==> config.mk <==
export PLATFORM = sky130hd
export DESIGN_NAME = csrUnit
export DESIGN_NICKNAME = d
export VERILOG_FILES = /design/src/common/csrAddrPkg.sv /design/src/common/csrOpPkg.sv /design/src/csr/csrDecode.sv /design/src/csr/csrExecute.sv /design/src/csr/csrMachine.sv /design/src/csr/csrResult.sv /design/src/csrUnit.sv
export SDC_FILE = /design/constraint.sdc
export NUM_CORES = 2
export LEC_CHECK = 0
export ABC_CLOCK_PERIOD_IN_PS = 10050
export BUFFER_PORTS_ARGS = -buffer_cell sky130_fd_sc_hd__buf_2
export CAP_MARGIN = 10
export CORE_ASPECT_RATIO = 0.75
export CORE_UTILIZATION = 30
export DETAILED_ROUTE_END_ITERATION = 12
export PLACE_DENSITY = 0.56
export SYNTH_ARGS = -nofsm -noshare
export SYNTH_HDL_FRONTEND = slang
export SYNTH_SLANG_ARGS = --single-unit
==> constraint.sdc <==
create_clock -name clk -period 10.05 [get_ports clk]
set_input_delay 1.005 -clock clk [delete_from_list [all_inputs] [get_ports clk]]
set_output_delay 1.005 -clock clk [all_outputs]
set_load 0.05 [all_outputs]
==> src/common/csrAddrPkg.sv <==
/*
  Machine-mode CSR map for RV32 only. Supervisor, user, debug and counter
  CSRs have no address here and read as illegal.
*/
`default_nettype none

package csrAddrPkg;

  // Data path width, RV32 only
  localparam int xlen = 32;
  // Interrupt pending/enable bits kept by the hart
  localparam int irqBits = 12;

  typedef logic [11:0] csrAddrT;

  //////////////////////////////
  // Machine CSR addresses
  //////////////////////////////
  localparam csrAddrT addrMvendorid     = 12'hF11;
  localparam csrAddrT addrMarchid       = 12'hF12;
  localparam csrAddrT addrMimpid        = 12'hF13;
  localparam csrAddrT addrMhartid       = 12'hF14;
  localparam csrAddrT addrMstatus       = 12'h300;
  localparam csrAddrT addrMisa          = 12'h301;
  localparam csrAddrT addrMedeleg       = 12'h302;
  localparam csrAddrT addrMideleg       = 12'h303;
  localparam csrAddrT addrMie           = 12'h304;
  localparam csrAddrT addrMtvec         = 12'h305;
  localparam csrAddrT addrMcounteren    = 12'h306;
  localparam csrAddrT addrMcountinhibit = 12'h320;
  localparam csrAddrT addrMscratch      = 12'h340;
  localparam csrAddrT addrMepc          = 12'h341;
  localparam csrAddrT addrMcause        = 12'h342;
  localparam csrAddrT addrMtval         = 12'h343;
  localparam csrAddrT addrMip           = 12'h344;
  // PMP config and address registers sit at consecutive addresses
  localparam csrAddrT addrPmpcfg0       = 12'h3A0;
  localparam csrAddrT addrPmpaddr0      = 12'h3B0;

  // PMP sizing, four 8-bit configs per pmpcfg word on RV32
  localparam int pmpEntries  = 16;
  localparam int pmpCfgRegs  = pmpEntries / 4;
  localparam int pmpIdxW     = $clog2(pmpEntries);
  localparam int pmpCfgIdxW  = $clog2(pmpCfgRegs);

  //////////////////////////////
  // Reset and hardwired values
  //////////////////////////////
  localparam logic [xlen-1:0] mcountinhibitReset = '1;
  localparam logic [xlen-1:0] mimpidValue        = 32'h0000_0100;
  // MXL=1 for RV32, extensions I (bit 8) and M (bit 12)
  localparam logic [xlen-1:0] misaValue          = 32'h4000_1100;

  // mstatus fields that exist in this hart
  localparam int mstatusMie   = 3;
  localparam int mstatusMpie  = 7;
  localparam int mstatusMppLo = 11;

  //////////////////////////////
  // Write masks
  //////////////////////////////
  // Exception 11, ecall from M-mode, cannot be delegated
  localparam logic [xlen-1:0] medelegMask = 32'hFFFF_F7FF;
  // Only the supervisor interrupt bits can be delegated
  localparam logic [xlen-1:0] midelegMask = 32'h0000_0222;
  // Modes 0 and 1 only, bit 1 stays low
  localparam logic [xlen-1:0] mtvecMask   = 32'hFFFF_FFFD;
  // MIE, MPIE and MPP
  localparam logic [xlen-1:0] mstatusMask = 32'h0000_1888;

endpackage

`default_nettype wire

==> src/common/csrOpPkg.sv <==
/*
  Stage-to-stage structs of the CSR pipe. Every struct carries its own
  valid bit and a stage with valid low does nothing.
*/
`default_nettype none

package csrOpPkg;

  import csrAddrPkg::*;

  // SYSTEM major opcode and the fixed MRET encoding
  localparam logic [6:0]  opcodeSystem = 7'b1110011;
  localparam logic [31:0] mretWord     = 32'h3020_0073;

  typedef enum logic [2:0] {
    opNone,
    opWrite,
    opSet,
    opClear,
    opMret
  } csrOpT;

  // Request from the pipeline, one per cycle
  typedef struct packed {
    logic            valid;
    logic [31:0]     instr;
    logic [xlen-1:0] rs1Val;
  } csrReqT;

  // Decoded operation, registered in decode
  typedef struct packed {
    logic            valid;
    csrOpT           op;
    csrAddrT         addr;
    logic [4:0]      rd;
    logic [xlen-1:0] src;
    logic            srcZero;
    logic            illegal;
  } csrDecT;

  // Write command from execute, also seen by result
  typedef struct packed {
    logic            valid;
    logic            we;
    csrAddrT         addr;
    logic [xlen-1:0] wdata;
    logic            mret;
    logic [4:0]      rd;
    logic            illegal;
  } csrWrT;

  // Writeback result for rd
  typedef struct packed {
    logic            valid;
    logic            rdWrite;
    logic [4:0]      rd;
    logic [xlen-1:0] rdValue;
    logic            illegal;
  } csrResT;

  // Trap entry request
  typedef struct packed {
    logic            valid;
    logic [xlen-1:0] epc;
    logic [xlen-1:0] cause;
    logic [xlen-1:0] tval;
  } trapReqT;

endpackage

`default_nettype wire

==> src/csr/csrDecode.sv <==
/*
  Only CSR instructions and MRET are decoded. ECALL, EBREAK and WFI come
  out as illegal and must be caught earlier in the pipeline.
*/
`timescale 1ns/100ps
`default_nettype none

module csrDecode import csrAddrPkg::*, csrOpPkg::*; (
  input  wire logic   clk,
  input  wire logic   rstN,
  input  wire logic   stall,
  input  wire csrReqT req,
  output csrDecT      dec
);

  logic [6:0] opcode;
  logic [2:0] funct3;
  logic [4:0] rs1Field;
  logic       isSystem;
  logic       isMret;
  csrDecT     decNext;

  // Instruction fields
  assign opcode   = req.instr[6:0];
  assign funct3   = req.instr[14:12];
  assign rs1Field = req.instr[19:15];
  assign isSystem = (opcode == opcodeSystem);
  assign isMret   = (req.instr == mretWord);

  always_comb begin
    decNext.valid = req.valid;
    decNext.addr  = req.instr[31:20];
    decNext.rd    = req.instr[11:7];
    // funct3[2] picks the zero-extended uimm over rs1
    if (funct3[2]) begin
      decNext.src = {{(xlen-5){1'b0}}, rs1Field};
    end else begin
      decNext.src = req.rs1Val;
    end
    // Same field for both forms
    decNext.srcZero = (rs1Field == 5'd0);

    // Reserved funct3 and non-MRET privileged words
    decNext.illegal = !isSystem || (funct3 == 3'b100) || ((funct3 == 3'b000) && !isMret);

    case (funct3[1:0])
      2'b01:   decNext.op = opWrite;
      2'b10:   decNext.op = opSet;
      2'b11:   decNext.op = opClear;
      default: decNext.op = isMret ? opMret : opNone;
    endcase
    // Illegal words carry no operation
    if (decNext.illegal) begin
      decNext.op = opNone;
    end
  end

  //////////////////////////////
  // Decode register
  //////////////////////////////
  always_ff @(posedge clk) begin
    if (!rstN) begin
      dec <= '0;
    end else if (!stall) begin
      dec <= decNext;
    end
  end

endmodule

`default_nettype wire

==> src/csr/csrExecute.sv <==
/*
  Purely combinational. Read and write of a CSR occur in this one stage,
  so back-to-back operations need no forwarding.
*/
`timescale 1ns/100ps
`default_nettype none

module csrExecute import csrAddrPkg::*, csrOpPkg::*; (
  input  wire csrDecT          dec,
  input  wire logic [xlen-1:0] readVal,
  input  wire logic            readIllegal,
  output csrAddrT              readAddr,
  output csrWrT                wr
);

  logic            isCsr;
  logic            wantWrite;
  logic            roTarget;
  logic            illegal;
  logic [xlen-1:0] newVal;

  // Read port follows the decoded address
  assign readAddr = dec.addr;

  assign isCsr = dec.op inside {opWrite, opSet, opClear};

  // CSRRS and CSRRC with a zero source only read
  assign wantWrite = dec.valid && ((dec.op == opWrite) ||
                                   (((dec.op == opSet) || (dec.op == opClear)) && !dec.srcZero));

  // ID registers and misa are read-only
  assign roTarget = dec.addr inside {addrMvendorid, addrMarchid, addrMimpid, addrMhartid,
                                     addrMisa};

  // Decode faults, unmapped CSRs and writes to read-only CSRs
  assign illegal = dec.valid && (dec.illegal || (isCsr && readIllegal) ||
                                 (wantWrite && roTarget));

  // New value from the old one
  always_comb begin
    case (dec.op)
      opWrite: newVal = dec.src;
      opSet:   newVal = readVal | dec.src;
      opClear: newVal = readVal & ~dec.src;
      default: newVal = readVal;
    endcase
  end

  always_comb begin
    wr.valid   = dec.valid;
    wr.we      = wantWrite && !illegal;
    wr.addr    = dec.addr;
    wr.wdata   = newVal;
    wr.mret    = dec.valid && (dec.op == opMret) && !illegal;
    wr.rd      = dec.rd;
    wr.illegal = illegal;
  end

  // Decode hands over illegal words with no operation
  always_comb begin
    assert final (!(dec.valid && dec.illegal && (dec.op != opNone)))
      else $error("Illegal decoded word carries a CSR operation");
  end

endmodule

`default_nettype wire

==> src/csr/csrMachine.sv <==
/*
  M-mode register file. PMP entries are storage only, no locking or
  checking. A trap wins over MRET and over a CSR write in the same cycle.
*/
`timescale 1ns/100ps
`default_nettype none

module csrMachine import csrAddrPkg::*, csrOpPkg::*; (
  input  wire logic               clk,
  input  wire logic               rstN,
  input  wire logic               stall,
  input  wire csrAddrT            readAddr,
  output logic [xlen-1:0]         readVal,
  output logic                    readIllegal,
  input  wire csrWrT              wr,
  input  wire trapReqT            trap,
  input  wire logic [irqBits-1:0] mip,
  output logic [xlen-1:0]         trapVector,
  output logic [xlen-1:0]         retAddr
);

  logic [xlen-1:0]    mstatus;
  logic [xlen-1:0]    mtvec;
  logic [xlen-1:0]    medeleg;
  logic [xlen-1:0]    mideleg;
  logic [irqBits-1:0] mie;
  logic [xlen-1:0]    mscratch;
  logic [xlen-1:0]    mepc;
  logic [xlen-1:0]    mcause;
  logic [xlen-1:0]    mtval;
  logic [xlen-1:0]    mcounteren;
  logic [xlen-1:0]    mcountinhibit;
  logic [pmpCfgRegs-1:0][xlen-1:0] pmpCfg;
  logic [pmpEntries-1:0][xlen-1:0] pmpAddr;

  // Offsets into the PMP blocks, wrap makes low addresses miss
  csrAddrT rdPmpAddrOff;
  csrAddrT rdPmpCfgOff;
  csrAddrT wrPmpAddrOff;
  csrAddrT wrPmpCfgOff;
  logic    rdPmpAddrHit;
  logic    rdPmpCfgHit;
  logic    wrPmpAddrHit;
  logic    wrPmpCfgHit;

  assign rdPmpAddrOff = readAddr - addrPmpaddr0;
  assign rdPmpCfgOff  = readAddr - addrPmpcfg0;
  assign wrPmpAddrOff = wr.addr - addrPmpaddr0;
  assign wrPmpCfgOff  = wr.addr - addrPmpcfg0;
  assign rdPmpAddrHit = (rdPmpAddrOff < csrAddrT'(pmpEntries));
  assign rdPmpCfgHit  = (rdPmpCfgOff < csrAddrT'(pmpCfgRegs));
  assign wrPmpAddrHit = (wrPmpAddrOff < csrAddrT'(pmpEntries));
  assign wrPmpCfgHit  = (wrPmpCfgOff < csrAddrT'(pmpCfgRegs));

  //////////////////////////////
  // Register updates
  //////////////////////////////
  always_ff @(posedge clk) begin
    if (!rstN) begin
      mstatus       <= '0;
      mtvec         <= '0;
      medeleg       <= '0;
      mideleg       <= '0;
      mie           <= '0;
      mscratch      <= '0;
      mepc          <= '0;
      mcause        <= '0;
      mtval         <= '0;
      mcounteren    <= '0;
      mcountinhibit <= mcountinhibitReset;
      pmpCfg        <= '0;
      pmpAddr       <= '0;
    end else if (!stall) begin
      if (trap.valid) begin
        // Trap entry from M-mode
        mepc                       <= trap.epc;
        mcause                     <= trap.cause;
        mtval                      <= trap.tval;
        mstatus[mstatusMpie]       <= mstatus[mstatusMie];
        mstatus[mstatusMie]        <= 1'b0;
        mstatus[mstatusMppLo +: 2] <= 2'b11;
      end else if (wr.mret) begin
        // Restore interrupt enable
        mstatus[mstatusMie]        <= mstatus[mstatusMpie];
        mstatus[mstatusMpie]       <= 1'b1;
        mstatus[mstatusMppLo +: 2] <= 2'b00;
      end else if (wr.we) begin
        case (wr.addr)
          addrMstatus:       mstatus       <= wr.wdata & mstatusMask;
          addrMtvec:         mtvec         <= wr.wdata & mtvecMask;
          addrMedeleg:       medeleg       <= wr.wdata & medelegMask;
          addrMideleg:       mideleg       <= wr.wdata & midelegMask;
          addrMie:           mie           <= wr.wdata[irqBits-1:0];
          addrMscratch:      mscratch      <= wr.wdata;
          addrMepc:          mepc          <= wr.wdata;
          addrMcause:        mcause        <= wr.wdata;
          addrMtval:         mtval         <= wr.wdata;
          addrMcounteren:    mcounteren    <= wr.wdata;
          addrMcountinhibit: mcountinhibit <= wr.wdata;
          default: begin
            // PMP blocks by offset, mip writes fall through
            if (wrPmpAddrHit) begin
              pmpAddr[wrPmpAddrOff[pmpIdxW-1:0]] <= wr.wdata;
            end
            if (wrPmpCfgHit) begin
              pmpCfg[wrPmpCfgOff[pmpCfgIdxW-1:0]] <= wr.wdata;
            end
          end
        endcase
      end
    end
  end

  //////////////////////////////
  // Read mux
  //////////////////////////////
  always_comb begin
    readVal     = '0;
    readIllegal = 1'b0;
    if (rdPmpAddrHit) begin
      readVal = pmpAddr[rdPmpAddrOff[pmpIdxW-1:0]];
    end else if (rdPmpCfgHit) begin
      readVal = pmpCfg[rdPmpCfgOff[pmpCfgIdxW-1:0]];
    end else begin
      case (readAddr)
        addrMisa:          readVal = misaValue;
        addrMvendorid:     readVal = '0;
        addrMarchid:       readVal = '0;
        addrMimpid:        readVal = mimpidValue;
        addrMhartid:       readVal = '0;
        addrMstatus:       readVal = mstatus;
        addrMtvec:         readVal = mtvec;
        addrMedeleg:       readVal = medeleg;
        addrMideleg:       readVal = mideleg;
        addrMie:           readVal = {{(xlen-irqBits){1'b0}}, mie};
        addrMip:           readVal = {{(xlen-irqBits){1'b0}}, mip};
        addrMscratch:      readVal = mscratch;
        addrMepc:          readVal = mepc;
        addrMcause:        readVal = mcause;
        addrMtval:         readVal = mtval;
        addrMcounteren:    readVal = mcounteren;
        addrMcountinhibit: readVal = mcountinhibit;
        // Anything else is outside this hart
        default:           readIllegal = 1'b1;
      endcase
    end
  end

  // To fetch
  assign trapVector = mtvec;
  assign retAddr    = mepc;

  // A stalled cycle leaves every CSR as it was
  assert property (@(posedge clk) rstN && stall |=>
    $stable({mstatus, mtvec, medeleg, mideleg, mie, mscratch, mepc, mcause, mtval,
             mcounteren, mcountinhibit, pmpCfg, pmpAddr}))
    else $error("CSR changed during stall");

endmodule

`default_nettype wire

==> src/csr/csrResult.sv <==
/*
  Result register for rd. Illegal operations keep valid high so that the
  pipeline can raise the exception, but never write rd.
*/
`timescale 1ns/100ps
`default_nettype none

module csrResult import csrAddrPkg::*, csrOpPkg::*; (
  input  wire logic            clk,
  input  wire logic            rstN,
  input  wire logic            stall,
  input  wire csrWrT           wr,
  input  wire logic [xlen-1:0] readVal,
  output csrResT               res
);

  csrResT resNext;

  always_comb begin
    resNext.valid   = wr.valid;
    // CSR ops only, MRET and x0 write nothing
    resNext.rdWrite = wr.valid && !wr.illegal && !wr.mret && (wr.rd != 5'd0);
    resNext.rd      = wr.rd;
    // rd always gets the value before the write
    resNext.rdValue = readVal;
    resNext.illegal = wr.valid && wr.illegal;
  end

  //////////////////////////////
  // Result register
  //////////////////////////////
  always_ff @(posedge clk) begin
    if (!rstN) begin
      res <= '0;
    end else if (!stall) begin
      res <= resNext;
    end
  end

  // An illegal operation taken by execute never writes rd one cycle later
  assert property (@(posedge clk) disable iff (!rstN)
    wr.valid && wr.illegal && !stall |=> res.illegal && !res.rdWrite)
    else $error("rd write on an illegal CSR operation");

endmodule

`default_nettype wire

==> src/csrUnit.sv <==
/*
  Two cycles from an accepted request to res.valid. Stall freezes all
  stages and all CSRs, trap entries included.
*/
`timescale 1ns/100ps
`default_nettype none

module csrUnit import csrAddrPkg::*, csrOpPkg::*; (
  input  wire logic               clk,
  input  wire logic               rstN,
  input  wire logic               stall,
  input  wire csrReqT             req,
  input  wire trapReqT            trap,
  input  wire logic [irqBits-1:0] mip,
  output csrResT                  res,
  output logic [xlen-1:0]         trapVector,
  output logic [xlen-1:0]         retAddr
);

  csrDecT          dec;
  csrWrT           wr;
  csrAddrT         readAddr;
  logic [xlen-1:0] readVal;
  logic            readIllegal;

  // Stage 1 registers the decoded op
  csrDecode decodeStage (
    .clk   (clk),
    .rstN  (rstN),
    .stall (stall),
    .req   (req),
    .dec   (dec)
  );

  // Stage 2 reads and writes the CSR
  csrExecute executeStage (
    .dec         (dec),
    .readVal     (readVal),
    .readIllegal (readIllegal),
    .readAddr    (readAddr),
    .wr          (wr)
  );

  csrMachine machineRegs (
    .clk         (clk),
    .rstN        (rstN),
    .stall       (stall),
    .readAddr    (readAddr),
    .readVal     (readVal),
    .readIllegal (readIllegal),
    .wr          (wr),
    .trap        (trap),
    .mip         (mip),
    .trapVector  (trapVector),
    .retAddr     (retAddr)
  );

  // Result registered at the same edge as the write
  csrResult resultStage (
    .clk     (clk),
    .rstN    (rstN),
    .stall   (stall),
    .wr      (wr),
    .readVal (readVal),
    .res     (res)
  );

endmodule

`default_nettype wire

==> flow_summary.json <==
{
  "status": "finished clean",
  "vias": 39538,
  "synth-edff-count": 0,
  "netlist-cell-type-count": 94,
  "grt_max_degree": 144,
  "drtIter0Drc": 5731,
  "cts_tree": "built",
  "track_usage_pct": 24.2,
  "slowest_delay_ns": 0.96,
  "drt_pass1_iterations": 8,
  "ys_async_sr_fraction_pct": 0,
  "die_h_um": 329,
  "antenna_found_initial": 6,
  "yosysMostFrequentCell": "dfxtp_1",
  "hold_buffers": 0,
  "place.port_buffers": 279,
  "finalNetCount": 4950,
  "tns_ns": 0,
  "total_power_mw": 8.53,
  "cts_buffer_depth": 3,
  "crit_chain": "buf_4, inv_1, ha_1, nor4b_1, a31oi_1, buf_4, nor2_2, buf_4, nor4_1, nor4_4, buf_4, nand3_1, o21ai_0",
  "fin_cells": 6730,
  "cts_made_buffers": 101,
  "yosysTopAreaCellShare_pct": 47.1,
  "finalMaxSlewViolations": 0,
  "hold_viol_final": 0,
  "yosysSeqAreaShare_pct": 47.1,
  "cp-end-kind": "flip-flop",
  "use_met1_pct": 34.1,
  "fin_crit_ns": 5.18,
  "slew_headroom_pct": 9.84,
  "areaGrowthSynthToFinish_pct": 14.8,
  "path_max_fanout": 33,
  "final_area_mm2": 0.0492,
  "wl_mm": 182,
  "synth_commonest_cells": "dfxtp_1, nand2_1, o21ai_0",
  "hold_slack_ns": 0.448,
  "synth_area_per_cell_um2": 9.02,
  "start_util_pct": 30.4,
  "hold_path_class": "flip-flop to flip-flop",
  "viasPerCell": 5.87,
  "cts_root_buffer": "clkbuf_16",
  "finalCritPeriodShare_pct": 51.5,
  "placed_cells": 6543,
  "rows": 119,
  "netlist_instances": 4747,
  "gr-total-overflow": 0,
  "insertion_delay_ns": 0.74,
  "crit_slowest_cell": "nand3_1",
  "start_kind": "flip-flop",
  "wire_per_inst_um": 27.0,
  "dp_slack_ns": 5.04,
  "final.setup_skew_ns": 0.0534,
  "hpwlAfterDp_mm": 117,
  "fin_util_pct": 34.9,
  "globalRouteMet2Util_pct": 36.1,
  "crit_type": "flip-flop to flip-flop",
  "post_cts_resized": 0,
  "place_area_mm2": 0.0457,
  "yosysWarnings": 0,
  "syn-cell-area_mm2": 0.0428,
  "grt_use_met3_pct": 5.30,
  "p_leak_nw": 16.9,
  "cts_setup_buffers": 0,
  "clk_pin_slew_worst_paths_ns": 0.06,
  "cp.arrival_ns": 5.78,
  "crit_buf_inv": 5,
  "rsz0062_at_grt": "no",
  "tightest_slew_ns": 1.35,
  "drc": 0,
  "htreeDepth": 3,
  "dieArea_mm2": 0.144,
  "die_width_um": 438,
  "ir_drop_mv": 0.138,
  "ant_nets": 0,
  "io_pins": 281,
  "drive_gt1_share_pct": 17.9,
  "max_freq_mhz": 193,
  "top_usage_layer": "met2",
  "grt_pass1_vias": 36851,
  "core_area_mm2": 0.141,
  "worst_ep_required_time_ns": 10.66,
  "netlist_top_cells_area": "dfxtp_1, mux4_2, o21ai_0",
  "max_cap_violations": 0,
  "place_congestion": 0.980,
  "cts.sinks": 1008,
  "syn-num-nets": 4926,
  "yosysTopAreaCell": "dfxtp_1",
  "finalSetupViolCount": 0,
  "setup_slack_ns": 4.87,
  "critPathMostFrequentCell": "buf_4",
  "cp_top_family": "simple AND/OR/NAND/NOR gates",
  "grt_pass1_wl_mm": 260,
  "synthFlopType": "dfxtp_1",
  "yosys_register_bits": 1008,
  "powerDensity_mw_per_mm2": 174
}
-- flip-flops by register name, indices dropped and copies added (netlist names), 31 cells and up --
register                   cells
machineRegs.pmpAddr          512
machineRegs.pmpCfg           128
decodeStage.dec               55
resultStage.res               40
machineRegs.mcause            32
machineRegs.mcounteren        32
machineRegs.mcountinhibit     32
machineRegs.mscratch          32
machineRegs.mtval             32
machineRegs.retAddr           32
machineRegs.medeleg           31
machineRegs.trapVector        31
-- where the power goes --
| part | switching, mW | total, mW | internal, mW |
|---|---|---|---|
| sequential | 0.0480 | 4.08 | 4.03 |
| clock | 1.72 | 3.95 | 2.24 |
| combinational | 0.362 | 0.499 | 0.137 |
-- per-layer routing --
| layer | share of wire, % | up-vias |
|---|---|---|
| met5 | 0.017 | - |
| met4 | 3.8 | 4 |
| met3 | 10 | 319 |
| met2 | 43 | 2134 |
| met1 | 42 | 19678 |
| li1 | - | 17403 |
-- placed cells by master, fill, tap and decap left out, drive strengths merged, types with 77 or more instances in the layout --
master     n
a21oi    349
a22oi    114
buf      403
clkbuf   153
dfxtp   1008
mux2i     77
mux4     167
nand2    688
nand3    386
nor2     199
o21ai    550
o22ai    210
-- logic make-up (layout without fill, tap and decap cells) --
kind of cell / after synthesis / after routing / synth area share (%)
AND/OR/NAND/NOR: 1495 / 1495 / 16.1
AO/OA/AOI/OAI: 1473 / 1473 / 20.6
flip-flops: 1008 / 1008 / 47.1
buffers and inverters: 496 / 602 / 4.88
multiplexers: 265 / 265 / 11.1
XOR/XNOR: 7 / 7 / 0.143
adder cells (fa/ha/maj): 2 / 2 / 0.0584
other: 1 / 3 / 0.00876
-- path summary, 6_finish.rpt --
check	from	to	slack (ns)	cells after the start
setup / recovery	decodeStage.dec[45]	machineRegs.mscratch[25]	4.87	13
hold reg to reg	machineRegs.pmpAddr[391]	machineRegs.pmpAddr[391]	0.45	2
setup reg to reg	decodeStage.dec[45]	machineRegs.mscratch[25]	4.87	13
hold / removal	machineRegs.pmpAddr[391]	machineRegs.pmpAddr[391]	0.45	2
-- final cells by class --
class | count | area, µm²
fillers | 14296 | 91800
clock buffers | 153 | 3010
flip-flops and latches | 1008 | 20200
inverters | 14 | 60.1
diodes | 2 | 5.00
multi-input cells | 3243 | 20800
repair buffers | 403 | 2370
well taps | 1875 | 2350
clock inverters | 32 | 428
-- worst min-delay path, delay by kind of cell (launching register included) --
family	cells	cell delay, ns
flops	1	0.31
compound gates	1	0.05
simple gates	1	0.05
(Power assumes the default switching activity.)
